$ cat src/source/dma_pkg.sv
package dma_pkg;

  // ====================================================================
  // data path widths
  // ====================================================================

  // axi data word and buffer word
  localparam int BWIDTH = 32;

  // byte offset bits inside one word
  localparam int LSB = 2;

  // buffer word index, 1024 words
  localparam int WORDSIZE = 10;

  // beat count, holds 1 to 256
  localparam int LWIDTH = 9;

  // ====================================================================
  // host request codes
  // ====================================================================

  // ddr_mode values
  localparam logic DDR_READ  = 1'b0;
  localparam logic DDR_WRITE = 1'b1;

  // bit positions in the err word
  localparam int ERR_ANY   = 0;
  localparam int ERR_READ  = 1;
  localparam int ERR_WRITE = 2;

endpackage

$ cat src/source/dma_cmd_if.sv
`timescale 1ns/1ps

interface dma_cmd_if;
  import dma_pkg::*;

  // one-cycle command pulse from the request unit
  logic start;

  // byte address, word index is base >> LSB
  logic [WORDSIZE+LSB-1:0] base;

  // number of beats, never zero when start is high
  logic [LWIDTH-1:0] len;

  // engine status
  logic busy;
  logic resp_err;

  modport req (
    output start,
    output base,
    output len,
    input  busy,
    input  resp_err
  );

  modport eng (
    input  start,
    input  base,
    input  len,
    output busy,
    output resp_err
  );

endinterface

$ cat src/source/axi_read_engine.sv
`timescale 1ns/1ps

module axi_read_engine (
  input  logic                         clk,
  input  logic                         xrst,
  dma_cmd_if.eng                       cmd,
  output logic [dma_pkg::BWIDTH-1:0]   araddr,
  output logic [7:0]                   arlen,
  output logic                         arvalid,
  input  logic                         arready,
  input  logic [dma_pkg::BWIDTH-1:0]   rdata,
  input  logic [1:0]                   rresp,
  input  logic                         rlast,
  input  logic                         rvalid,
  output logic                         rready,
  output logic                         buf_we,
  output logic [dma_pkg::WORDSIZE-1:0] buf_waddr,
  output logic [dma_pkg::BWIDTH-1:0]   buf_wdata
);
  import dma_pkg::*;

  logic                busy;
  logic                rnext;
  logic [WORDSIZE-1:0] wptr;

  assign rnext        = rvalid && rready;
  assign rready       = busy;
  assign cmd.busy     = busy;
  // slverr or decerr on any beat
  assign cmd.resp_err = rnext && rresp >= 2'b10;

  always_ff @(posedge clk) begin
    if (!xrst) begin
      busy <= 1'b0;
    end else if (cmd.start) begin
      busy <= 1'b1;
    end else if (rnext && rlast) begin
      busy <= 1'b0;
    end
  end

  // ====================================================================
  // address channel
  // ====================================================================

  always_ff @(posedge clk) begin
    if (!xrst) begin
      arvalid <= 1'b0;
    end else if (cmd.start) begin
      arvalid <= 1'b1;
    end else if (arready) begin
      arvalid <= 1'b0;
    end
  end

  // single incr burst, arlen is beats minus one
  always_ff @(posedge clk) begin
    if (cmd.start) begin
      araddr <= BWIDTH'(cmd.base);
      arlen  <= 8'(cmd.len - 1'b1);
    end
  end

  // ====================================================================
  // data channel into the buffer
  // ====================================================================

  always_ff @(posedge clk) begin
    if (!xrst) begin
      buf_we <= 1'b0;
    end else begin
      buf_we <= rnext;
    end
  end

  always_ff @(posedge clk) begin
    if (rnext) begin
      buf_wdata <= rdata;
    end
  end

  // word pointer moves after each buffer write
  always_ff @(posedge clk) begin
    if (!xrst) begin
      wptr <= '0;
    end else if (cmd.start) begin
      wptr <= cmd.base[WORDSIZE+LSB-1:LSB];
    end else if (buf_we) begin
      wptr <= wptr + 1'b1;
    end
  end

  assign buf_waddr = wptr;

endmodule

$ cat src/flat_wrapper.sv
// flat-port wrapper written by rule: the top's interface ports become plain ports
module axi_read_engine_flat import dma_pkg::*;
  (clk, xrst, araddr, arlen, arvalid, arready, rdata, rresp, rlast, rvalid, rready, buf_we, buf_waddr, buf_wdata, cmd_start, cmd_base, cmd_len, cmd_busy, cmd_resp_err);
  dma_cmd_if cmd_i ();
  input  logic clk;
  input  logic xrst;
  output logic [dma_pkg::BWIDTH-1:0] araddr;
  output logic [7:0] arlen;
  output logic arvalid;
  input  logic arready;
  input  logic [dma_pkg::BWIDTH-1:0] rdata;
  input  logic [1:0] rresp;
  input  logic rlast;
  input  logic rvalid;
  output logic rready;
  output logic buf_we;
  output logic [dma_pkg::WORDSIZE-1:0] buf_waddr;
  output logic [dma_pkg::BWIDTH-1:0] buf_wdata;
  input wire logic [$bits(cmd_i.start)-1:0] cmd_start;
  input wire logic [$bits(cmd_i.base)-1:0] cmd_base;
  input wire logic [$bits(cmd_i.len)-1:0] cmd_len;
  output wire logic [$bits(cmd_i.busy)-1:0] cmd_busy;
  output wire logic [$bits(cmd_i.resp_err)-1:0] cmd_resp_err;
  assign cmd_i.start = cmd_start;
  assign cmd_i.base = cmd_base;
  assign cmd_i.len = cmd_len;
  assign cmd_busy = cmd_i.busy;
  assign cmd_resp_err = cmd_i.resp_err;
  axi_read_engine u_core (.clk(clk), .xrst(xrst), .cmd(cmd_i), .araddr(araddr), .arlen(arlen), .arvalid(arvalid), .arready(arready), .rdata(rdata), .rresp(rresp), .rlast(rlast), .rvalid(rvalid), .rready(rready), .buf_we(buf_we), .buf_waddr(buf_waddr), .buf_wdata(buf_wdata));
endmodule
$ cat config.mk
export PLATFORM = sky130hd
export DESIGN_NAME = axi_read_engine_flat
export DESIGN_NICKNAME = d
export VERILOG_FILES = /design/src/source/dma_pkg.sv /design/src/source/dma_cmd_if.sv /design/src/source/axi_read_engine.sv /design/src/flat_wrapper.sv
export SDC_FILE = /design/constraint.sdc
export NUM_CORES = 1
export LEC_CHECK = 0
export ABC_AREA = 0
export ABC_CLOCK_PERIOD_IN_PS = 3700
export BUFFER_PORTS_ARGS = -buffer_cell sky130_fd_sc_hd__buf_2
export CORE_MARGIN = 5
export CORE_UTILIZATION = 49
export CTS_BUF_LIST = sky130_fd_sc_hd__clkbuf_8
export CTS_CLUSTER_SIZE = 25
export DETAILED_ROUTE_END_ITERATION = 7
export GPL_TIMING_DRIVEN = 0
export PLACE_DENSITY = 0.92
export RECOVER_POWER = 100
export SYNTH_ARGS = -nofsm -noshare
export SYNTH_HDL_FRONTEND = slang
export SYNTH_SLANG_ARGS = --single-unit
$ cat constraint.sdc
create_clock -name clk -period 3.7 [get_ports clk]
set_clock_uncertainty 0.05 [all_clocks]
set_input_delay 0.185 -clock clk [delete_from_list [all_inputs] [get_ports clk]]
set_output_delay 0.185 -clock clk [all_outputs]
set_load 0.02 [all_outputs]
### Word level (Yosys, flattened, before mapping)

Cells that the tools add are included.

* register bits after elaboration: 65
* input bits: 61
* output and inout port bits: 87
* word-level logic and storage cells: 22

* add/sub/neg operators: 2
* order comparisons: 1
* muxes and demuxes: 6
* reductions and logical operators: 6

Operators with widths (number)
* 10-bit 2-to-1 mux: 2
* 10-bit by 1-bit adder with 10-bit output (second input constant): 1
* 8-bit by 1-bit subtractor with 8-bit output (second input constant): 1
* 2-bit nonzero test: 3
* 1-bit 2-to-1 mux: 4
* 1-bit logical AND: 3
* 2-bit greater-or-equal comparator (second input constant): 1

### Depth between registers and ports, before layout

* depth after elaboration: 4
* mapped depth: 5
* gate-level depth less buffers: 5

### Least setup slack after synthesis

No wires, ideal clock.

* kind: reg-to-reg
* from: reg u_core.busy (netlist: u_core.cmd.busy)
* to: reg u_core.buf_wdata[0] (netlist bit) (enable)
* arrival time: 1.330 ns
* slack: 1.928 ns
* stages on the path, launching flop included: 2
* path buffers: 0
* cells stage by stage: dfxtp_1 -> and2_1

* longest elaborated chain between the ends: 1

RTL lines
* from (decl): RTL line axi_read_engine.sv:22 `logic busy;`
* from (signal assigned): RTL line axi_read_engine.sv:34 `busy <= 1'b0;`
* from (signal assigned): RTL line axi_read_engine.sv:36 `busy <= 1'b1;`
* from (signal assigned): RTL line axi_read_engine.sv:38 `busy <= 1'b0;`
* 1-bit logical AND: RTL line axi_read_engine.sv:26 `assign rnext = rvalid && rready;`
* net u_core.rnext: RTL line axi_read_engine.sv:23 `logic rnext;`
* to (signal assigned): RTL line axi_read_engine.sv:78 `buf_wdata <= rdata;`
* to (decl): RTL line axi_read_engine.sv:18 `output logic [dma_pkg::BWIDTH-1:0] buf_wdata`

The timed path passes the listed nets, and every way through them passes these cells.
A chain may end at the register's enable or synchronous reset.

### Worst setup path in the final report

* from: reg u_core.busy (netlist: u_core.cmd.busy)
* to: reg u_core.buf_wdata[30] (netlist bit) (enable)

The elaborated chain is that of the path after synthesis.

==> impl_metrics.env <==
export IMPL_status="finished with violations"
export IMPL_violations="max-capacitance violations, max-slew violations"
export IMPL_syn_to_final_growth_pct=48.9
export IMPL_cts_buffer_depth=2
export IMPL_h_tree_depth=3
export IMPL_grt_pass1_wl_um=10200
export IMPL_cts_buffers_inserted=9
export IMPL_p_leak_nw=1.55
export IMPL_tns_ns=0
export IMPL_critPathMaxFanout=32
export IMPL_place_hpwl_um=4750
export IMPL_critPathBufInv=0
export IMPL_io_pins=148
export IMPL_fin_crit_ns=2.31
export IMPL_hp_start="cmd_base[11]"
export IMPL_start_util_pct=50.5
export IMPL_grt_usage_pct=20.7
export IMPL_insertion_delay_ns=0.33
export IMPL_core_sq_um=5110
export IMPL_via_per_inst=4.72
export IMPL_wl_um=7160
export IMPL_wl_met2_um=3590
export IMPL_hold_path_class="input port to flip-flop"
export IMPL_startpoint="u_core.cmd.busy$_SDFFE_PN0P_"
export IMPL_hold_worst_slack_ns=0.0603
export IMPL_dpl_cell_area_sq_um=3360
export IMPL_ys_async_sr_fraction_pct=0
export IMPL_diodes=0
export IMPL_cts_tree="yes"
export IMPL_crit_slowest_cell="and2_0"
export IMPL_final_util_pct=75.3
export IMPL_die_h_um=82.6
export IMPL_ys_ff_latch=65
export IMPL_synthCells=174
export IMPL_yosysTopAreaCell="edfxtp_1"
export IMPL_end_kind="flip-flop"
export IMPL_fill_cells=384
export IMPL_design_area_sq_um=3840
export IMPL_crit_path_max_incr_delay_ns=1.44
export IMPL_grt_ovfl_total=0
export IMPL_die_area_sq_um=6820
export IMPL_highest_layer="met4"
export IMPL_place_congestion=0.842
export IMPL_yosys_warnings=0
export IMPL_fin_crit_sh_pct=62.4
export IMPL_reg2reg_from="u_core.cmd.busy$_SDFFE_PN0P_"
export IMPL_synth_cell_types=39
export IMPL_synth_most_common_cell="edfxtp_1"
export IMPL_start_kind="flip-flop"
export IMPL_cts_setup_buffers=0
export IMPL_setup_violations=0
export IMPL_ctsResizeCount=0
export IMPL_crit_chain="and2_0"
export IMPL_firstDrtPassIters=4
export IMPL_hold_violations=0
export IMPL_rrSetupSlack_ns=1.39
export IMPL_drive_gt1_share_pct=21.1
export IMPL_p_total_w=0.00166
export IMPL_synth_commonest_cells="52 x edfxtp_1, 21 x buf_4, 13 x dfxtp_1"
export IMPL_crit_arrival_ns=2.17
export IMPL_irDropWorstVdd_v=0.000247
export IMPL_power_density_nw_per_um2=431
export IMPL_antenna_found_initial=0
export IMPL_cts_root_buf="clkbuf_8"
export IMPL_synth_seq_area_share_pct=70.6
export IMPL_wl_per_cell_um=16.1
export IMPL_numClockSinks=65
export IMPL_synth_ff_type="edfxtp_1"
export IMPL_antenna_left=0
export IMPL_drc=0
export IMPL_path_class="flip-flop to flip-flop"
export IMPL_route_met3_wl_um=838
export IMPL_port_buffers=124
export IMPL_nets=433
export IMPL_syn_area_per_cell_sq_um=14.8
export IMPL_fmax_mhz=433
export IMPL_die_w_um=82.6
export IMPL_rsz0062_at_grt="no"
export IMPL_synth_edf_count=52
export IMPL_vias=2101
export IMPL_finalMaxSlewViolations=33
export IMPL_initialDrtViolationCount=81
export IMPL_worstMarginPinSlew_ns=1.92
export IMPL_grt_max_degree=33
export IMPL_cp_data_required_time_ns=3.56
export IMPL_path_clk_slew_ns=0.07
export IMPL_syn_area_sq_um=2580
export IMPL_grt_pass1_vias=2035
export IMPL_drt_met1_wl_um=2680
export IMPL_cp_top_family="simple AND/OR/NAND/NOR gates"
export IMPL_slew_headroom_pct=-28.2
export IMPL_synth_area_leaders="edfxtp_1 60%, dfxtp_1 10%, buf_4 6.1%, xor2_1 2.7%, a21oi_1 1.7%"
export IMPL_drv_cap=1
export IMPL_rows=26
export IMPL_yosysTopAreaCellShare_pct=60.5
power breakdown:
| part | switching [W] | internal [W] |
|---|---|---|
| sequential | 0.0000214 | 0.000836 |
| clock | 0.000244 | 0.000319 |
| combinational | 0.000142 | 0.0000946 |
state kept, by name, summed over array words and instances, names as in the netlist:
name,flops
u_core.buf_we,1
u_core.cmd.busy,1
u_core.buf_wdata,32
u_core.arlen,8
u_core.arvalid,1
u_core.buf_waddr,10
u_core.araddr,12
metal layers:
metal	vias to the layer above	GRT usage (%)
met5	-	0
met4	0	6.54
met3	8	7.70
met2	136	36.3
met1	962	23.3
li1	995	-
layout make-up:
type,count,area [sq um],area share (%)
buffer,25,175,4.56
clock buffer,10,138,3.58
clock inverter,6,50.0,1.30
inverter,7,26.3,0.684
multi-input combinational,96,608,15.8
sequential,65,1820,47.4
tap,70,87.6,2.28
timing repair buffer,166,937,24.4
layout by cell type (no fill, tap or decap), types with 6 or more instances in the layout:
master / synthesis / routed
dfxtp_1: 13 / 13
a21oi_1: 9 / 9
edfxtp_1: 52 / 52
inv_1: 7 / 9
buf_2: 3 / 42
buf_4: 21 / 21
xor2_1: 8 / 8
o211ai_1: 6 / 6
clkbuf_1: 0 / 84
clkbuf_8: 0 / 10
nor2_1: 6 / 6
dlygate4sd3_1: 0 / 42
conb_1: 1 / 20
logic make-up after synthesis:
kind of cell    synth area share (%)
compound gates                  5.53
xor+xnor                        3.39
fa+ha+maj                      0.969
buf+inv                         7.90
flops                           70.6
mux                             1.21
other cells                    0.145
simple gates                    10.3
final timing paths:
kind / end / depth (start not counted)
setup / recovery: u_core.buf_wdata[30]$_DFFE_PP_ / 1
hold / removal: u_core.araddr[11]$_DFFE_PP_ / 1
setup reg to reg: u_core.buf_wdata[30]$_DFFE_PP_ / 1
hold reg to reg: u_core.arvalid$_SDFFE_PN0P_ / 2
what timing repair did:
action	CTS	global route
hold endpoints to repair	41	1
setup endpoints to repair	0	0
hold buffers	41	1
metrics by stage:
stage | std cells | setup WS [ns]
3_3_place_gp | 387 | 1.89
3_5_place_dp | 387 | 1.85
5_1_grt | 445 | 1.28
6_report | 445 | 1.39
4_1_cts | 444 | 1.84
2_1_floorplan | 193 | 1.93
No activity file was read; power rests on OpenSTA's default activity.
