$ cat config.mk
export PLATFORM = sky130hd
export DESIGN_NAME = axi_write_engine_flat
export DESIGN_NICKNAME = d
export VERILOG_FILES = /design/src/source/dma_pkg.sv /design/src/source/dma_cmd_if.sv /design/src/source/axi_write_engine.sv /design/src/flat_wrapper.sv
export SDC_FILE = /design/constraint.sdc
export NUM_CORES = 1
export LEC_CHECK = 0
export BUFFER_PORTS_ARGS = -buffer_cell sky130_fd_sc_hd__buf_4
export CAP_MARGIN = 20
export CORE_MARGIN = 2
export CORE_UTILIZATION = 35
export DETAILED_ROUTE_END_ITERATION = 6
export GPL_TIMING_DRIVEN = 0
export HOLD_SLACK_MARGIN = 0.1
export PLACE_DENSITY = 0.57
export REMOVE_ABC_BUFFERS = 1
export SYNTH_ARGS = -nofsm -noshare
export SYNTH_HDL_FRONTEND = slang
export SYNTH_SLANG_ARGS = --single-unit
$ cat constraint.sdc
create_clock -name clk -period 3.1 [get_ports clk]
set_input_delay 0.62 -clock clk [delete_from_list [all_inputs] [get_ports clk]]
set_output_delay 0.62 -clock clk [all_outputs]
set_load 0.01 [all_outputs]
$ cat src/source/dma_pkg.sv
package dma_pkg;

  // ====================================================================
  // data path widths
  // ====================================================================

  // axi data word and buffer word
  localparam int BWIDTH = 32;

  // byte offset bits inside one word
  localparam int LSB = 2;

  // buffer word index, 1024 words
  localparam int WORDSIZE = 10;

  // beat count, holds 1 to 256
  localparam int LWIDTH = 9;

  // ====================================================================
  // host request codes
  // ====================================================================

  // ddr_mode values
  localparam logic DDR_READ  = 1'b0;
  localparam logic DDR_WRITE = 1'b1;

  // bit positions in the err word
  localparam int ERR_ANY   = 0;
  localparam int ERR_READ  = 1;
  localparam int ERR_WRITE = 2;

endpackage

$ cat src/source/dma_cmd_if.sv
`timescale 1ns/1ps

interface dma_cmd_if;
  import dma_pkg::*;

  // one-cycle command pulse from the request unit
  logic start;

  // byte address, word index is base >> LSB
  logic [WORDSIZE+LSB-1:0] base;

  // number of beats, never zero when start is high
  logic [LWIDTH-1:0] len;

  // engine status
  logic busy;
  logic resp_err;

  modport req (
    output start,
    output base,
    output len,
    input  busy,
    input  resp_err
  );

  modport eng (
    input  start,
    input  base,
    input  len,
    output busy,
    output resp_err
  );

endinterface

$ cat src/source/axi_write_engine.sv
`timescale 1ns/1ps

module axi_write_engine (
  input  logic                         clk,
  input  logic                         xrst,
  dma_cmd_if.eng                       cmd,
  output logic [dma_pkg::BWIDTH-1:0]   awaddr,
  output logic [7:0]                   awlen,
  output logic                         awvalid,
  input  logic                         awready,
  output logic [dma_pkg::BWIDTH-1:0]   wdata,
  output logic                         wlast,
  output logic                         wvalid,
  input  logic                         wready,
  input  logic [1:0]                   bresp,
  input  logic                         bvalid,
  output logic                         bready,
  output logic [dma_pkg::WORDSIZE-1:0] buf_raddr,
  input  logic [dma_pkg::BWIDTH-1:0]   buf_rdata
);
  import dma_pkg::*;

  logic                busy;
  logic                aw_done;
  logic                w_full;
  logic                skid_valid;
  logic [BWIDTH-1:0]   skid_data;
  logic                rd_pend;
  logic                issue;
  logic                slot_free;
  logic                wnext;
  logic [1:0]          occ;
  logic [WORDSIZE-1:0] rptr;
  logic [LWIDTH-1:0]   rd_left;
  logic [LWIDTH-1:0]   w_left;

  assign cmd.busy     = busy;
  assign cmd.resp_err = bvalid && bready && bresp >= 2'b10;

  always_ff @(posedge clk) begin
    if (!xrst) begin
      busy <= 1'b0;
    end else if (cmd.start) begin
      busy <= 1'b1;
    end else if (bvalid && bready) begin
      busy <= 1'b0;
    end
  end

  // ====================================================================
  // address channel
  // ====================================================================

  always_ff @(posedge clk) begin
    if (!xrst) begin
      awvalid <= 1'b0;
      aw_done <= 1'b0;
    end else if (cmd.start) begin
      awvalid <= 1'b1;
      aw_done <= 1'b0;
    end else if (awvalid && awready) begin
      awvalid <= 1'b0;
      aw_done <= 1'b1;
    end
  end

  always_ff @(posedge clk) begin
    if (cmd.start) begin
      awaddr <= BWIDTH'(cmd.base);
      awlen  <= 8'(cmd.len - 1'b1);
    end
  end

  // ====================================================================
  // buffer prefetch
  // ====================================================================

  // words held or in flight once this cycle's beat has left,
  // never more than the output register and the skid register
  assign occ   = 2'(w_full) + 2'(skid_valid) + 2'(rd_pend) - 2'(wnext);
  assign issue = busy && rd_left != '0 && occ < 2'd2;

  always_ff @(posedge clk) begin
    if (!xrst) begin
      rd_pend <= 1'b0;
      rd_left <= '0;
      rptr    <= '0;
    end else if (cmd.start) begin
      rd_pend <= 1'b0;
      rd_left <= cmd.len;
      rptr    <= cmd.base[WORDSIZE+LSB-1:LSB];
    end else begin
      rd_pend <= issue;
      if (issue) begin
        rd_left <= rd_left - 1'b1;
        rptr    <= rptr + 1'b1;
      end
    end
  end

  assign buf_raddr = rptr;

  // ====================================================================
  // data channel
  // ====================================================================

  // beats wait for the address handshake
  assign wvalid    = w_full && aw_done;
  assign wnext     = wvalid && wready;
  assign slot_free = !w_full || wnext;
  assign wlast     = wvalid && w_left == LWIDTH'(1);

  always_ff @(posedge clk) begin
    if (!xrst) begin
      w_full     <= 1'b0;
      skid_valid <= 1'b0;
    end else if (slot_free) begin
      if (skid_valid) begin
        w_full     <= 1'b1;
        skid_valid <= rd_pend;
      end else begin
        w_full <= rd_pend;
      end
    end else if (rd_pend) begin
      // stalled, park the arriving word
      skid_valid <= 1'b1;
    end
  end

  always_ff @(posedge clk) begin
    if (slot_free && skid_valid) begin
      wdata <= skid_data;
    end else if (slot_free && rd_pend) begin
      wdata <= buf_rdata;
    end
    if (rd_pend && (!slot_free || skid_valid)) begin
      skid_data <= buf_rdata;
    end
  end

  always_ff @(posedge clk) begin
    if (!xrst) begin
      w_left <= '0;
    end else if (cmd.start) begin
      w_left <= cmd.len;
    end else if (wnext) begin
      w_left <= w_left - 1'b1;
    end
  end

  // response channel
  always_ff @(posedge clk) begin
    if (!xrst) begin
      bready <= 1'b0;
    end else if (wnext && wlast) begin
      bready <= 1'b1;
    end else if (bvalid) begin
      bready <= 1'b0;
    end
  end

endmodule

$ cat src/flat_wrapper.sv
// flat-port wrapper written by rule: the top's interface ports become plain ports
module axi_write_engine_flat import dma_pkg::*;
  (clk, xrst, awaddr, awlen, awvalid, awready, wdata, wlast, wvalid, wready, bresp, bvalid, bready, buf_raddr, buf_rdata, cmd_start, cmd_base, cmd_len, cmd_busy, cmd_resp_err);
  dma_cmd_if cmd_i ();
  input  logic clk;
  input  logic xrst;
  output logic [dma_pkg::BWIDTH-1:0] awaddr;
  output logic [7:0] awlen;
  output logic awvalid;
  input  logic awready;
  output logic [dma_pkg::BWIDTH-1:0] wdata;
  output logic wlast;
  output logic wvalid;
  input  logic wready;
  input  logic [1:0] bresp;
  input  logic bvalid;
  output logic bready;
  output logic [dma_pkg::WORDSIZE-1:0] buf_raddr;
  input  logic [dma_pkg::BWIDTH-1:0] buf_rdata;
  input wire logic [$bits(cmd_i.start)-1:0] cmd_start;
  input wire logic [$bits(cmd_i.base)-1:0] cmd_base;
  input wire logic [$bits(cmd_i.len)-1:0] cmd_len;
  output wire logic [$bits(cmd_i.busy)-1:0] cmd_busy;
  output wire logic [$bits(cmd_i.resp_err)-1:0] cmd_resp_err;
  assign cmd_i.start = cmd_start;
  assign cmd_i.base = cmd_base;
  assign cmd_i.len = cmd_len;
  assign cmd_busy = cmd_i.busy;
  assign cmd_resp_err = cmd_i.resp_err;
  axi_write_engine u_core (.clk(clk), .xrst(xrst), .cmd(cmd_i), .awaddr(awaddr), .awlen(awlen), .awvalid(awvalid), .awready(awready), .wdata(wdata), .wlast(wlast), .wvalid(wvalid), .wready(wready), .bresp(bresp), .bvalid(bvalid), .bready(bready), .buf_raddr(buf_raddr), .buf_rdata(buf_rdata));
endmodule
### Word-level counts from Yosys, hierarchy flattened

Cells that the tools add are included.
W data, S select, Z words.

* register bits: 119
* input bits: 61
* output and inout port bits: 88
* logic and storage cells: 68

* $add $sub $neg: 7
* magnitude comparators: 2
* equality and inequality tests: 1
* multiplexer cells: 18
* bitwise logic cells: 1
* reductions and logical operators: 25

Operators with widths (count)
* $mux W32: 2
* $mux W9: 4
* $mux W10: 2
* $sub A9 B1 Y9 const B: 2
* $reduce_bool A2 Y1: 7
* $logic_and A1 B1 Y1: 12
* $add A10 B1 Y10 const B: 1
* $mux W1: 10
* $eq A9 B1 Y1 const B: 1
* $reduce_bool A9 Y1: 1
* $sub A8 B1 Y8 const B: 1
* $add A1 B1 Y2: 1
* $add A2 B1 Y2: 1
* $ge A2 B2 Y1 const B: 1
* $logic_not A1 Y1: 2
* $logic_or A1 B1 Y1: 2
* $lt A2 B2 Y1 const B: 1
* $reduce_or A2 Y1: 1
* $sub A2 B1 Y2: 1
* $not A1 Y1: 1

### Depth between registers and ports, before layout

* depth after elaboration: 7
* gate-level depth with buffers: 11
* mapped depth without buffers: 9

### Least setup slack after synthesis

No wires, ideal clock.

* kind: input to register
* from: in wready
* to: reg u_core.rd_left[5]
* library setup time: 0.091 ns
* arrival: 2.541 ns
* required time: 3.009 ns
* slack: 0.468 ns
* cell stages on the path: 11
* path buffers: 2
* cell sequence: nand3_1 inv_1 ha_1 inv_1 ha_1 a21oi_2 mux2i_1 buf_4 buf_2 nor2_1 a311oi_1

* word-level cells in the longest chain between the ends: 5

RTL lines
* start, declared: line flat_wrapper.sv:14 `input logic wready;`
* $logic_and A1 B1 Y1: line axi_write_engine.sv:109 `assign wnext = wvalid && wready;`
* $sub A2 B1 Y2: line axi_write_engine.sv:80 `assign occ = 2'(w_full) + 2'(skid_valid) + 2'(rd_pend) - 2'(wnext);`
* $lt A2 B2 Y1: line axi_write_engine.sv:81 `assign issue = busy && rd_left != '0 && occ < 2'd2;`
* $logic_and A1 B1 Y1: line axi_write_engine.sv:81
* $reduce_bool A2 Y1 (no line)
* end signal, assigned: line axi_write_engine.sv:90 `rd_left <= cmd.len;`
* end signal, assigned: line axi_write_engine.sv:95 `rd_left <= rd_left - 1'b1;`
* end, declared: line axi_write_engine.sv:34 `logic [LWIDTH-1:0] rd_left;`

No other way between the ends.
A chain may end at the register's enable or synchronous reset.

### Worst setup path after layout

* from: reg u_core.aw_done
* to: reg u_core.rptr[7], in the netlist u_core.buf_raddr[7]

* word-level cells in the longest chain between the ends: 6

RTL lines
* start, declared: line axi_write_engine.sv:24 `logic aw_done;`
* start signal, assigned: line axi_write_engine.sv:57 `aw_done <= 1'b0;`
* start signal, assigned: line axi_write_engine.sv:60 `aw_done <= 1'b0;`
* start signal, assigned: line axi_write_engine.sv:63 `aw_done <= 1'b1;`
* $logic_and A1 B1 Y1: line axi_write_engine.sv:108 `assign wvalid = w_full && aw_done;`
* $logic_and A1 B1 Y1: line axi_write_engine.sv:109
* $sub A2 B1 Y2: line axi_write_engine.sv:80
* $lt A2 B2 Y1: line axi_write_engine.sv:81
* $logic_and A1 B1 Y1: line axi_write_engine.sv:81
* $reduce_bool A2 Y1 (no line)
* end signal, assigned: line axi_write_engine.sv:91 `rptr <= cmd.base[WORDSIZE+LSB-1:LSB];`
* end signal, assigned: line axi_write_engine.sv:96 `rptr <= rptr + 1'b1;`
* end, declared: line axi_write_engine.sv:33 `logic [WORDSIZE-1:0] rptr;`

No other way between the ends.

==> results.cfg <==
[run_status]
status = complete, no violations

[route]
drtIter0Drc = 203
via_per_inst = 4.976
dr.pass1.iters = 4
drtAntennaViolNets = 0
wl_per_cell_um = 15.81
vias = 3573
drc = 0
drt-total-wl_um = 11350

[sta]
rsz0062_at_grt = no
whs_ns = 0.3802
hold_viol_final = 0
setup_viol = 0
fmax_mhz = 365.2
slew_viol_final = 0
worstMarginPinSlew_ns = 0.9392
min_period_ns = 2.738
setup_ws_ns = 0.3615
slew_headroom = 0.3700
finClkSkew_ns = 0.006865
post-route-period-util = 0.8834

[pwr]
seq_power_share = 0.450
leakage_uw = 0.002640
p_sw_frac = 0.2247
clkPwrFrac = 0.456
p_comb_frac = 0.094
powerDensity_nw_per_um2 = 597.1
p_int_uw = 3138
power.total_uw = 4048
p_sw_uw = 909.5
ir_worst_vdd_uv = 399.0

[clock_tree]
clockBufferDepth = 2
cts-root-buf = clkbuf_16
hold_buffers = 0
tritoncts = built
clock-sinks = 119
cts_buffers = 17
clk_pin_slew_ns = 0.05
cts_setup_buffers = 0
clk-insertion-delay-late_ns = 0.41
ctsResizeCount = 0
htree_levels = 4

[synthesis]
synth_edf_count = 84
netlist_area_um2 = 5146
ys_async_sr_fraction = 0
synth-seq-cells = 119
synthCells = 390
synth_area_leaders = edfxtp_1, dfxtp_1, mux2_2, buf_4, ha_1
synthTopCellsByCount = edfxtp_1, dfxtp_1, mux2_2
synthDominantCellAreaShare = 0.4902
syn_avg_cell_area_um2 = 13.20
yosysSeqAreaShare = 0.6263
dominantRegCellSynth = edfxtp_1
yosys_warnings = 0
yosysTopAreaCell = edfxtp_1
yosysMostFrequentCell = edfxtp_1
synthDistinctLibCells = 54

[global_routing]
grt_usage = 0.1502
grt_max_degree = 43
grt_pass1_vias = 3565
antenna_found_initial = 0
grt_overflow = 0
grt_pass1_wl_um = 18660

[finish]
final_util = 0.4700
final_nets = 589
antenna_cells = 0
final_cell_area_um2 = 6779
drive_gt1_frac = 0.3970
area_growth_pct = 31.73

[job]
max_cap_viol_count = 0

[setup_path]
worst_ep_arrival_time_ns = 3.07
cp_cell_sequence = nand3_1 -> inv_1 -> ha_1 -> inv_1 -> ha_1 -> a21oi_2 -> mux2i_2 -> buf_6 -> or4_2 -> a31oi_1
cp_slowest_stage_delay_ns = 0.64
critPathMaxFanout = 21
endpoint_kind = register
cp.required_ns = 3.43
crit_slowest_cell = or4_2
critPathKind = reg -> reg
worstSetupStartpointType = register

[die]
initial_core_util = 0.3568
coreArea_um2 = 14420
die_h_um = 125.3
die_x_um = 125.3
dieArea_um2 = 15690
ios = 149
row_count = 44

[placed_design]
globalplace.congestion = 0.8052
io_buffers = 127
dp_hpwl_um = 7838
place_area_um2 = 6216
place_ws_ns = 0.04236

[hold_path]
min_path_type = in -> reg
## worst max-delay path: cells and delay by family, from the launching register on
family          cells  cell delay (ns)
fa+ha+maj           2             0.49
mux                 1             0.15
flops               1             0.42
simple gates        2             0.79
buf+inv             3             0.44
compound gates      2             0.37
## path summary, 6_finish.rpt
kind	start	end	slack, ns	depth (start not counted)
worst max-delay path	u_core.aw_done	u_core.buf_raddr[7]	0.36	10
worst min-delay path	cmd_base[0]	u_core.awaddr[0]	0.38	1
worst max register to register	u_core.aw_done	u_core.buf_raddr[7]	0.36	10
worst min register to register	u_core.buf_raddr[9]	u_core.buf_raddr[9]	0.50	2
## kinds of logic (layout without fill, tap and decap cells)
| group | count (synthesis) | after routing | share of synthesized area |
|---|---|---|---|
| buffers and inverters | 51 | 176 | 0.05592 |
| multiplexers | 34 | 34 | 0.07416 |
| adder cells (fa/ha/maj) | 7 | 7 | 0.01702 |
| AO/OA/AOI/OAI | 69 | 69 | 0.09239 |
| flip-flops | 119 | 119 | 0.6263 |
| XOR/XNOR | 13 | 13 | 0.02213 |
| AND/OR/NAND/NOR | 96 | 96 | 0.1114 |
| other | 1 | 20 | 0.0007287 |
## registers in the layout, indices dropped and copies added, names as in the netlist
name               count
u_core.buf_raddr      10
u_core.bready          1
u_core.w_left          9
u_core.rd_left         9
u_core.rd_pend         1
u_core.awaddr         12
u_core.cmd.busy        1
u_core.aw_done         1
u_core.w_full          1
u_core.skid_valid      1
u_core.awlen           8
u_core.skid_data      32
u_core.wdata          32
u_core.awvalid         1
## power by group through the flow
stage / registers (uW) / logic (uW) / clock network [uW]
floorplan: 1870 / 162 / 0
global placement: 1850 / 372 / 0
finish: 1820 / 382 / 1840
global route: 1830 / 420 / 1970
CTS: 1820 / 387 / 1890
detailed placement: 1850 / 385 / 0
## layout make-up
cell class              count  area (um^2)
fillers                  1320         7645
flip-flops and latches    119         3223
multi-input cells         239         1722
repair buffers            129        984.7
clock buffers              24        491.7
well taps                 184        230.2
clock inverters             8        71.32
inverters                  15        56.30
## stage by stage
stage,std cells,setup TNS [ns]
2_1_floorplan,373,-0.02524
3_3_place_gp,684,-24.36
3_5_place_dp,686,0
4_1_cts,718,0
5_1_grt,718,0
6_report,718,0
## cell usage in the layout (no fill, tap or decap), types with 4 or more instances in the layout
master and n:
buf_4 127, edfxtp_1 84, dfxtp_1 35, mux2_2 33
conb_1 20, clkbuf_16 17, o21ai_0 16, nor2_1 15
inv_1 14, nand2_1 10, nand4_1 10, a31oi_1 10
a21oi_1 10, nor4_1 9, nand3_1 9, xor2_1 7
ha_1 7, xnor2_1 6, nor3_1 6, nor2b_1 6
o31ai_1 6, or4_2 5, nand2b_1 5, clkinv_2 5
a311oi_1 4, o311a_1 4, clkbuf_8 4
## metal layers
layer / global-route usage / share of wire / vias up
met2: 0.2286 / 0.46 / 134
met3: 0.04279 / 0.060 / 16
met4: 0.07124 / 0.020 / 0
met1: 0.1985 / 0.46 / 1713
met5: 0 / 0 / -
li1: - / - / 1710
Power figures use the tool's default switching activity.
