==> src/source/dma_pkg.sv <==
package dma_pkg;

  // ====================================================================
  // data path widths
  // ====================================================================

  // axi data word and buffer word
  localparam int BWIDTH = 32;

  // byte offset bits inside one word
  localparam int LSB = 2;

  // buffer word index, 1024 words
  localparam int WORDSIZE = 10;

  // beat count, holds 1 to 256
  localparam int LWIDTH = 9;

  // ====================================================================
  // host request codes
  // ====================================================================

  // ddr_mode values
  localparam logic DDR_READ  = 1'b0;
  localparam logic DDR_WRITE = 1'b1;

  // bit positions in the err word
  localparam int ERR_ANY   = 0;
  localparam int ERR_READ  = 1;
  localparam int ERR_WRITE = 2;

endpackage

==> src/source/dma_cmd_if.sv <==
`timescale 1ns/1ps

interface dma_cmd_if;
  import dma_pkg::*;

  // one-cycle command pulse from the request unit
  logic start;

  // byte address, word index is base >> LSB
  logic [WORDSIZE+LSB-1:0] base;

  // number of beats, never zero when start is high
  logic [LWIDTH-1:0] len;

  // engine status
  logic busy;
  logic resp_err;

  modport req (
    output start,
    output base,
    output len,
    input  busy,
    input  resp_err
  );

  modport eng (
    input  start,
    input  base,
    input  len,
    output busy,
    output resp_err
  );

endinterface

==> src/source/dma_request.sv <==
`timescale 1ns/1ps

module dma_request (
  input  logic                                     clk,
  input  logic                                     xrst,
  input  logic                                     ddr_req,
  input  logic                                     ddr_mode,
  input  logic [dma_pkg::WORDSIZE+dma_pkg::LSB-1:0] ddr_base,
  input  logic [dma_pkg::LWIDTH-1:0]               ddr_len,
  output logic [2:0]                               err,
  output logic                                     busy,
  dma_cmd_if.req                                   cmd_rd,
  dma_cmd_if.req                                   cmd_wr
);
  import dma_pkg::*;

  logic                    req_d;
  logic                    req_edge;
  logic                    rd_accept;
  logic                    wr_accept;
  logic                    rd_start;
  logic                    wr_start;
  logic [WORDSIZE+LSB-1:0] rd_base;
  logic [WORDSIZE+LSB-1:0] wr_base;
  logic [LWIDTH-1:0]       rd_len;
  logic [LWIDTH-1:0]       wr_len;
  logic [2:0]              err_set;

  // ====================================================================
  // request edge and direction decode
  // ====================================================================

  always_ff @(posedge clk) begin
    if (!xrst) begin
      req_d <= 1'b0;
    end else begin
      req_d <= ddr_req;
    end
  end

  assign req_edge = ddr_req && !req_d;

  // zero length or a busy engine drops the request
  assign rd_accept = req_edge && ddr_mode == DDR_READ && ddr_len != '0
                     && !cmd_rd.busy && !rd_start;
  assign wr_accept = req_edge && ddr_mode == DDR_WRITE && ddr_len != '0
                     && !cmd_wr.busy && !wr_start;

  always_ff @(posedge clk) begin
    if (!xrst) begin
      rd_start <= 1'b0;
      wr_start <= 1'b0;
    end else begin
      rd_start <= rd_accept;
      wr_start <= wr_accept;
    end
  end

  // command payload, valid together with start
  always_ff @(posedge clk) begin
    if (rd_accept) begin
      rd_base <= ddr_base;
      rd_len  <= ddr_len;
    end
    if (wr_accept) begin
      wr_base <= ddr_base;
      wr_len  <= ddr_len;
    end
  end

  assign cmd_rd.start = rd_start;
  assign cmd_rd.base  = rd_base;
  assign cmd_rd.len   = rd_len;
  assign cmd_wr.start = wr_start;
  assign cmd_wr.base  = wr_base;
  assign cmd_wr.len   = wr_len;

  // ====================================================================
  // error status
  // ====================================================================

  always_comb begin
    err_set            = '0;
    err_set[ERR_READ]  = cmd_rd.resp_err;
    err_set[ERR_WRITE] = cmd_wr.resp_err;
    err_set[ERR_ANY]   = cmd_rd.resp_err || cmd_wr.resp_err;
  end

  // a new accepted request starts from a clean status,
  // a response failing in that same cycle still shows
  always_ff @(posedge clk) begin
    if (!xrst) begin
      err <= '0;
    end else if (rd_accept || wr_accept) begin
      err <= err_set;
    end else begin
      err <= err | err_set;
    end
  end

  assign busy = cmd_rd.busy || cmd_wr.busy;

endmodule

==> src/flat_wrapper.sv <==
// flat-port wrapper written by rule: the top's interface ports become plain ports
module dma_request_flat import dma_pkg::*;
  (clk, xrst, ddr_req, ddr_mode, ddr_base, ddr_len, err, busy, cmd_rd_start, cmd_rd_base, cmd_rd_len, cmd_rd_busy, cmd_rd_resp_err, cmd_wr_start, cmd_wr_base, cmd_wr_len, cmd_wr_busy, cmd_wr_resp_err);
  dma_cmd_if cmd_rd_i ();
  dma_cmd_if cmd_wr_i ();
  input  logic clk;
  input  logic xrst;
  input  logic ddr_req;
  input  logic ddr_mode;
  input  logic [dma_pkg::WORDSIZE+dma_pkg::LSB-1:0] ddr_base;
  input  logic [dma_pkg::LWIDTH-1:0] ddr_len;
  output logic [2:0] err;
  output logic busy;
  output wire logic [$bits(cmd_rd_i.start)-1:0] cmd_rd_start;
  output wire logic [$bits(cmd_rd_i.base)-1:0] cmd_rd_base;
  output wire logic [$bits(cmd_rd_i.len)-1:0] cmd_rd_len;
  input wire logic [$bits(cmd_rd_i.busy)-1:0] cmd_rd_busy;
  input wire logic [$bits(cmd_rd_i.resp_err)-1:0] cmd_rd_resp_err;
  output wire logic [$bits(cmd_wr_i.start)-1:0] cmd_wr_start;
  output wire logic [$bits(cmd_wr_i.base)-1:0] cmd_wr_base;
  output wire logic [$bits(cmd_wr_i.len)-1:0] cmd_wr_len;
  input wire logic [$bits(cmd_wr_i.busy)-1:0] cmd_wr_busy;
  input wire logic [$bits(cmd_wr_i.resp_err)-1:0] cmd_wr_resp_err;
  assign cmd_rd_start = cmd_rd_i.start;
  assign cmd_rd_base = cmd_rd_i.base;
  assign cmd_rd_len = cmd_rd_i.len;
  assign cmd_rd_i.busy = cmd_rd_busy;
  assign cmd_rd_i.resp_err = cmd_rd_resp_err;
  assign cmd_wr_start = cmd_wr_i.start;
  assign cmd_wr_base = cmd_wr_i.base;
  assign cmd_wr_len = cmd_wr_i.len;
  assign cmd_wr_i.busy = cmd_wr_busy;
  assign cmd_wr_i.resp_err = cmd_wr_resp_err;
  dma_request u_core (.clk(clk), .xrst(xrst), .ddr_req(ddr_req), .ddr_mode(ddr_mode), .ddr_base(ddr_base), .ddr_len(ddr_len), .err(err), .busy(busy), .cmd_rd(cmd_rd_i), .cmd_wr(cmd_wr_i));
endmodule
==> config.mk <==
export PLATFORM = sky130hd
export DESIGN_NAME = dma_request_flat
export DESIGN_NICKNAME = d
export VERILOG_FILES = /design/src/source/dma_pkg.sv /design/src/source/dma_cmd_if.sv /design/src/source/dma_request.sv /design/src/flat_wrapper.sv
export SDC_FILE = /design/constraint.sdc
export NUM_CORES = 1
export LEC_CHECK = 0
export BUFFER_PORTS_ARGS = -buffer_cell sky130_fd_sc_hd__buf_4
export CORE_UTILIZATION = 47
export CTS_CLUSTER_DIAMETER = 80
export DETAILED_ROUTE_END_ITERATION = 16
export PLACE_DENSITY = 0.82
export SYNTH_ARGS = -nofsm -noshare
export SYNTH_HDL_FRONTEND = slang
export SYNTH_SLANG_ARGS = --single-unit
==> constraint.sdc <==
create_clock -name clk -period 4.9 [get_ports clk]
set_input_delay 1.47 -clock clk [delete_from_list [all_inputs] [get_ports clk]]
set_output_delay 1.47 -clock clk [all_outputs]
set_load 0.03 [all_outputs]
Yosys cells after proc, flatten, opt, wreduce, memory -nomap -nowiden
Index checks and enable logic that the tools add are counted.

Latch bits: 0. Bits of input ports: 29. Logic and storage cells: 29. Output and inout port bits: 48. Memories kept: 0. Memory bits (writable): 0. Register bits: 48. ROM bits: 0.

Reduce and logical (&&, ||, !) cells: 18. Equality and inequality tests: 0. Magnitude comparators: 0. Shift operators: 0. Mux-type cells: 1. Divide/modulo/power cells: 0. $add $sub $neg: 0. Multiply operators: 0. Bitwise operators: 2.

Operators with widths (count): $logic_and A1 B1 Y1 (9); $reduce_bool A9 Y1 (1); $logic_not A1 Y1 (5); $logic_or A1 B1 Y1 (3); $mux W3 (1); $or A3 B3 Y3 (1); $not A1 Y1 (1).

Logic depth before layout (Yosys ltp)
Gate-level depths: netlist of the first run.

Depth in word-level cells: 8. Mapped depth: 3.

Worst setup path before layout of the first run
No wires, ideal clock.

Kind: in2out. Start: input cmd_rd_busy. End: output busy. Path slack: 1.594 ns. Required time: 3.430 ns. Arrival time: 1.836 ns. Stages on the path: 1. Cells stage by stage: or2_2.

Longest elaborated chain between the ends: 1.

RTL lines: start: declaration (RTL line flat_wrapper.sv:17) `input wire logic [$bits(cmd_rd_i.busy)-1:0] cmd_rd_busy;`; $logic_or A1 B1 Y1 (RTL line dma_request.sv:101) `assign busy = cmd_rd.busy || cmd_wr.busy;`; end: declaration (RTL line flat_wrapper.sv:13) `output logic busy;`.

No other way between the ends.

Worst setup path after layout of the first run
Same ends and word-level chain as after synthesis.

==> impl_metrics.toml, run 1 <==
[sta]
final-setup-viol-count = 0
grt_setup_unrepaired = "no"
timing.final.max_slew_violations = 0
hold_viol = 0
period_needed_ns = 3.500
fin_setup_tns_ns = 0
fin_worst_skew_ns = 0.005648
slew_headroom = 0.6551
worst_pin_slew_ns = 0.5174
fmax_ghz = 0.2858
period_share = 0.7142
worst_hold_slack_ns = 0.5677

[route]
antenna_left = 0
vias = 926
via_per_inst = 4.677
drt_iter0_drc = 18
wl_um = 2790
drt-pass1-iter-count = 2
drc_errors = 0
wire_per_inst_um = 14.09

[logic_synthesis]
synth_cells = 70
ys_seq_area_frac = 0.9005
synth_area_leaders = "edfxtp_1 (82%), dfxtp_1 (7.8%), a41oi_2 (1.1%)"
synth_edf_count = 42
synthFlopType = "edfxtp_1"
synth-async-reset-ratio = 0
synth_top_cell_area_share = 0.8222
yosysUniqueCellTypes = 19
syn_area_per_cell_sq_um = 21.91
ys.warnings.count = 0
synth_area_sq_um = 1534
synth_most_common_cell = "edfxtp_1"
yosysTopAreaCell = "edfxtp_1"
syn_nets = 99
synthTopCellsByCount = "edfxtp_1 (42), dfxtp_1 (6)"
synth-seq-cells = 48

[worst_setup_path]
required_ns = 3.43
cp-start-kind = "primary input"
critPathMaxFanout = 2
worstSetupPathType = "in2out"
startpoint = "cmd_rd_busy"
reg2reg_from = "u_core.req_d$_SDFF_PN0_"
endpoint_kind = "output pin"
arrival_ns = 2.03

[outcome]
outcome = "completed"

[power_and_ir_drop]
ir_drop_v = 0.0002237
seqPwrFrac = 0.654
p_int_w = 0.0005430
power_density_nw_per_um2 = 317.9
leakagePower_nw = 0.8873
power_switching_w = 0.0001615
swShare = 0.2292
clock_power_share = 0.240
pwr-share-comb = 0.106

[clocking]
cts_resized = 0
htreeDepth = 2
postCtsSetupBuffers = 0
clock-sinks = 48
clk_latency_ns = 0.35
cts.clk_slew.worst_paths_ns = 0.12
ctsHoldBuffers = 0
cts_buffers = 5
cts_tree = "built"
clockRootBuffer = "clkbuf_4"
clk_path_buf_depth = 2

[floorplanning]
die_x_um = 59.13
die_y_um = 59.13
io_pins = 77
start_util = 0.4984
dieArea_sq_um = 3496
core-area_sq_um = 3078
num_rows = 20

[place]
gp_congestion = 0.7285
hpwl_um = 2140
io_buffers = 76

[final_layout]
area.growth.synth_to_final_pct = 44.45
diodes = 0
final_layout_size_suffix_gt1_frac = 0.5779
final_nets = 182
nFillCells = 197

[hold_path]
hold_start = "u_core.err[2]$_SDFF_PN0_"
hold_class = "reg2reg"

[global_route]
antenna_found_initial = 0
grt_overflow = 0
grt_first_pass_wirelength_um = 4250
grt_use_total = 0.1808
grt_max_degree = 22
grt_pass1_vias = 908

[flow_run]
cap_viol_max_count = 0
==> critical path: stages <==
cell	delay (ns)
buf_4	0.11
or2_2	0.28
buf_4	0.17
==> kinds of logic after synthesis <==
group                  Yosys count  synth area share
DFF                             48            0.9005
and+or+nand+nor                 12           0.05140
AOI/OAI and AO/OA                8           0.04323
buffers and inverters            2          0.004896
==> state kept, by name, summed over array words and instances, names as in the netlist <==
name and cells:
u_core.cmd_wr.start 1, u_core.err 3, u_core.cmd_wr.base 12, u_core.cmd_rd.base 12, u_core.cmd_rd.start 1, u_core.cmd_rd.len 9, u_core.req_d 1, u_core.cmd_wr.len 9
==> path summary, 6_finish.rpt <==
path	to	slack, ns	depth (start not counted)
hold reg to reg	u_core.err[2]$_SDFF_PN0_	0.57	2
hold / removal	u_core.err[2]$_SDFF_PN0_	0.57	2
setup reg to reg	u_core.cmd_wr.base[2]$_DFFE_PP_	3.21	3
setup / recovery	busy	1.40	3
==> cell usage in the layout (no fill, tap or decap), types with 2 or more instances in the layout <==
| cell type | instances |
|---|---|
| a31oi_1 | 2 |
| edfxtp_1 | 42 |
| clkinvlp_4 | 2 |
| dfxtp_1 | 6 |
| nor2_1 | 2 |
| buf_4 | 76 |
| o21ai_0 | 2 |
| nor3_1 | 2 |
| clkbuf_4 | 5 |
| inv_1 | 2 |
==> per-stage QoR <==
stage,total power [W],util,setup WS (ns),area [sq um],std cells
floorplan,0.0005039,-,1.594,1534,70
global placement,0.0005426,0.7016,1.404,2160,190
detailed placement,0.0005459,0.7016,1.405,2160,190
CTS,0.0007132,0.7199,1.399,2216,198
global route,0.0007362,0.7199,1.390,2216,198
finish,0.0007044,0.7199,1.400,2216,198
==> power groups by stage <==
stage                     Clock, W  Combinational, W  Sequential, W
after floorplan                  0         0.0000121       0.000492
after global routing      0.000194         0.0000797       0.000462
after global placement           0         0.0000726       0.000470
after detailed placement         0         0.0000754       0.000471
after CTS                 0.000177         0.0000754       0.000461
final                     0.000169         0.0000747       0.000461
==> per-layer routing <==
layer	part of all wire	GRT usage
met1	0.37	0.1879
met2	0.52	0.3231
met3	0.096	0.07424
met4	0.016	0.07143
met5	0	0
==> layout make-up <==
cell class | count | area [sq um] | area share
inverters | 2 | 7.507 | 0.003388
flip-flops and latches | 48 | 1381 | 0.6234
clock inverters | 3 | 18.77 | 0.008470
clock buffers | 5 | 37.54 | 0.01694
well taps | 44 | 55.05 | 0.02484
multi-input cells | 20 | 145.1 | 0.06550
repair buffers | 76 | 570.5 | 0.2575
No activity file was read; power rests on OpenSTA's default activity.
==> run 2: changes to the inputs <==
--- a/config.mk
+++ b/config.mk
@@ -6,10 +6,10 @@
 export NUM_CORES = 1
 export LEC_CHECK = 0
 export BUFFER_PORTS_ARGS = -buffer_cell sky130_fd_sc_hd__buf_4
-export CORE_UTILIZATION = 47
+export CORE_UTILIZATION = 44
 export CTS_CLUSTER_DIAMETER = 80
 export DETAILED_ROUTE_END_ITERATION = 16
-export PLACE_DENSITY = 0.82
+export PLACE_DENSITY = 0.77
 export SYNTH_ARGS = -nofsm -noshare
 export SYNTH_HDL_FRONTEND = slang
 export SYNTH_SLANG_ARGS = --single-unit
==> constraint.sdc (replaced) <==
create_clock -name clk -period 3.4 [get_ports clk]
set_input_delay 1.02 -clock clk [delete_from_list [all_inputs] [get_ports clk]]
set_output_delay 1.02 -clock clk [all_outputs]
set_load 0.03 [all_outputs]
==> impl_metrics.toml, run 2 (synthesized netlist as in run 1, its figures left out) <==
[floorplanning]
dieArea_sq_um = 3726
core-area_sq_um = 3337
num_rows = 21
die_y_um = 61.05
start_util = 0.4597
die_x_um = 61.05
io_pins = 77

[clocking]
cts_tree = "built"
postCtsSetupBuffers = 0
clockRootBuffer = "clkbuf_4"
clk_path_buf_depth = 2
cts_buffers = 5
clk_latency_ns = 0.36
cts_resized = 0
clock-sinks = 48
cts.clk_slew.worst_paths_ns = 0.13
htreeDepth = 2
ctsHoldBuffers = 0

[sta]
timing.final.max_slew_violations = 0
fin_setup_tns_ns = 0
period_needed_ns = 2.601
final-setup-viol-count = 0
fmax_ghz = 0.3845
hold_viol = 0
period_share = 0.7649
fin_worst_skew_ns = 0.007744
worst_pin_slew_ns = 0.5258
grt_setup_unrepaired = "no"
slew_headroom = 0.6494

[power_and_ir_drop]
ir_drop_v = 0.0003176
power_density_nw_per_um2 = 489.7
pwr-share-comb = 0.097
p_int_w = 0.0008580
swShare = 0.2186
power_switching_w = 0.0002401
leakagePower_nw = 0.9036
clock_power_share = 0.297
seqPwrFrac = 0.606

[global_route]
grt_use_total = 0.1638
antenna_found_initial = 0
grt_max_degree = 22
grt_pass1_vias = 914
grt_first_pass_wirelength_um = 4091
grt_overflow = 0

[hold_path]
hold_class = "reg2reg"

[worst_setup_path]
endpoint_kind = "output pin"
worstSetupPathType = "in2out"
cp-start-kind = "primary input"
required_ns = 2.38
critPathMaxFanout = 2
arrival_ns = 1.58

[final_layout]
fin_util = 0.6719
final_nets = 182
final_common_cell = "buf_4"
nFillCells = 240
final_cell_mix = "buf_4 (76), edfxtp_1 (42), dfxtp_1 (6)"
diodes = 0
area.growth.synth_to_final_pct = 46.17
final_layout_size_suffix_gt1_frac = 0.5844

[place]
gp_congestion = 0.6718
hpwl_um = 2067
io_buffers = 76

[outcome]
outcome = "completed"

[route]
wire_per_inst_um = 14.38
vias = 966
drc_errors = 0
drt_iter0_drc = 41
antenna_left = 0
via_per_inst = 4.830
drt-pass1-iter-count = 6
wl_um = 2875

[flow_run]
cap_viol_max_count = 0
[run 2: cell types whose count changed in the layout (fill, tap and decap cells not counted), sizes merged]
cell      change
clkinvlp      -1
bufinv        +1
[run 2: final cells by class]
class,instances,area (sq um),area share
clock buffers,5,37.54,0.01674
well taps,46,57.56,0.02567
flip-flops and latches,48,1381,0.6161
multi-input cells,20,145.1,0.06473
clock inverters,3,42.54,0.01897
inverters,2,7.507,0.003348
repair buffers,76,570.5,0.2545
[run 2: power groups by stage]
stage | clock (W) | sequential (W) | combinational, W
after CTS | 0.000335 | 0.000665 | 0.000108
final | 0.000326 | 0.000665 | 0.000107
after global routing | 0.000362 | 0.000667 | 0.000114
after floorplan | 0 | 0.000709 | 0.0000175
after global placement | 0 | 0.000678 | 0.000105
after detailed placement | 0 | 0.000678 | 0.000108
[run 2: routing by layer]
metal  up-vias  routed length, um  GRT usage
met4         0                 27    0.06818
met1       454               1078     0.1686
li1        441                  -          -
met2        67               1447     0.2811
met5         -                  0          0
met3         4                321    0.08403
[run 2: final timing paths]
kind / slack (ns) / endpoint / depth (start not counted) / startpoint
setup / recovery: 0.80 / busy / 3 / cmd_rd_busy
hold / removal: 0.56 / u_core.err[1]$_SDFF_PN0_ / 2 / u_core.err[1]$_SDFF_PN0_
setup reg to reg: 1.70 / u_core.cmd_wr.base[9]$_DFFE_PP_ / 3 / u_core.req_d$_SDFF_PN0_
hold reg to reg: 0.56 / u_core.err[1]$_SDFF_PN0_ / 2 / u_core.err[1]$_SDFF_PN0_
[run 2: metrics by stage]
stage | worst slack [ns] | hold WS [ns] | area, sq um | total power, W | cells
CTS | 0.7967 | 0.5480 | 2242 | 0.001108 | 200
detailed placement | 0.7974 | 0.5165 | 2162 | 0.0007859 | 192
global route | 0.7787 | 0.6217 | 2242 | 0.001143 | 200
finish | 0.7995 | 0.5579 | 2242 | 0.001098 | 200
global placement | 0.8005 | 0.5199 | 2162 | 0.0007827 | 192
floorplan | 0.9942 | 0.6150 | 1534 | 0.0007261 | 70
[run 2: worst max-delay path, cell delays in order]
cell and delay (ns):
buf_4 0.11, or2_2 0.28, buf_4 0.17
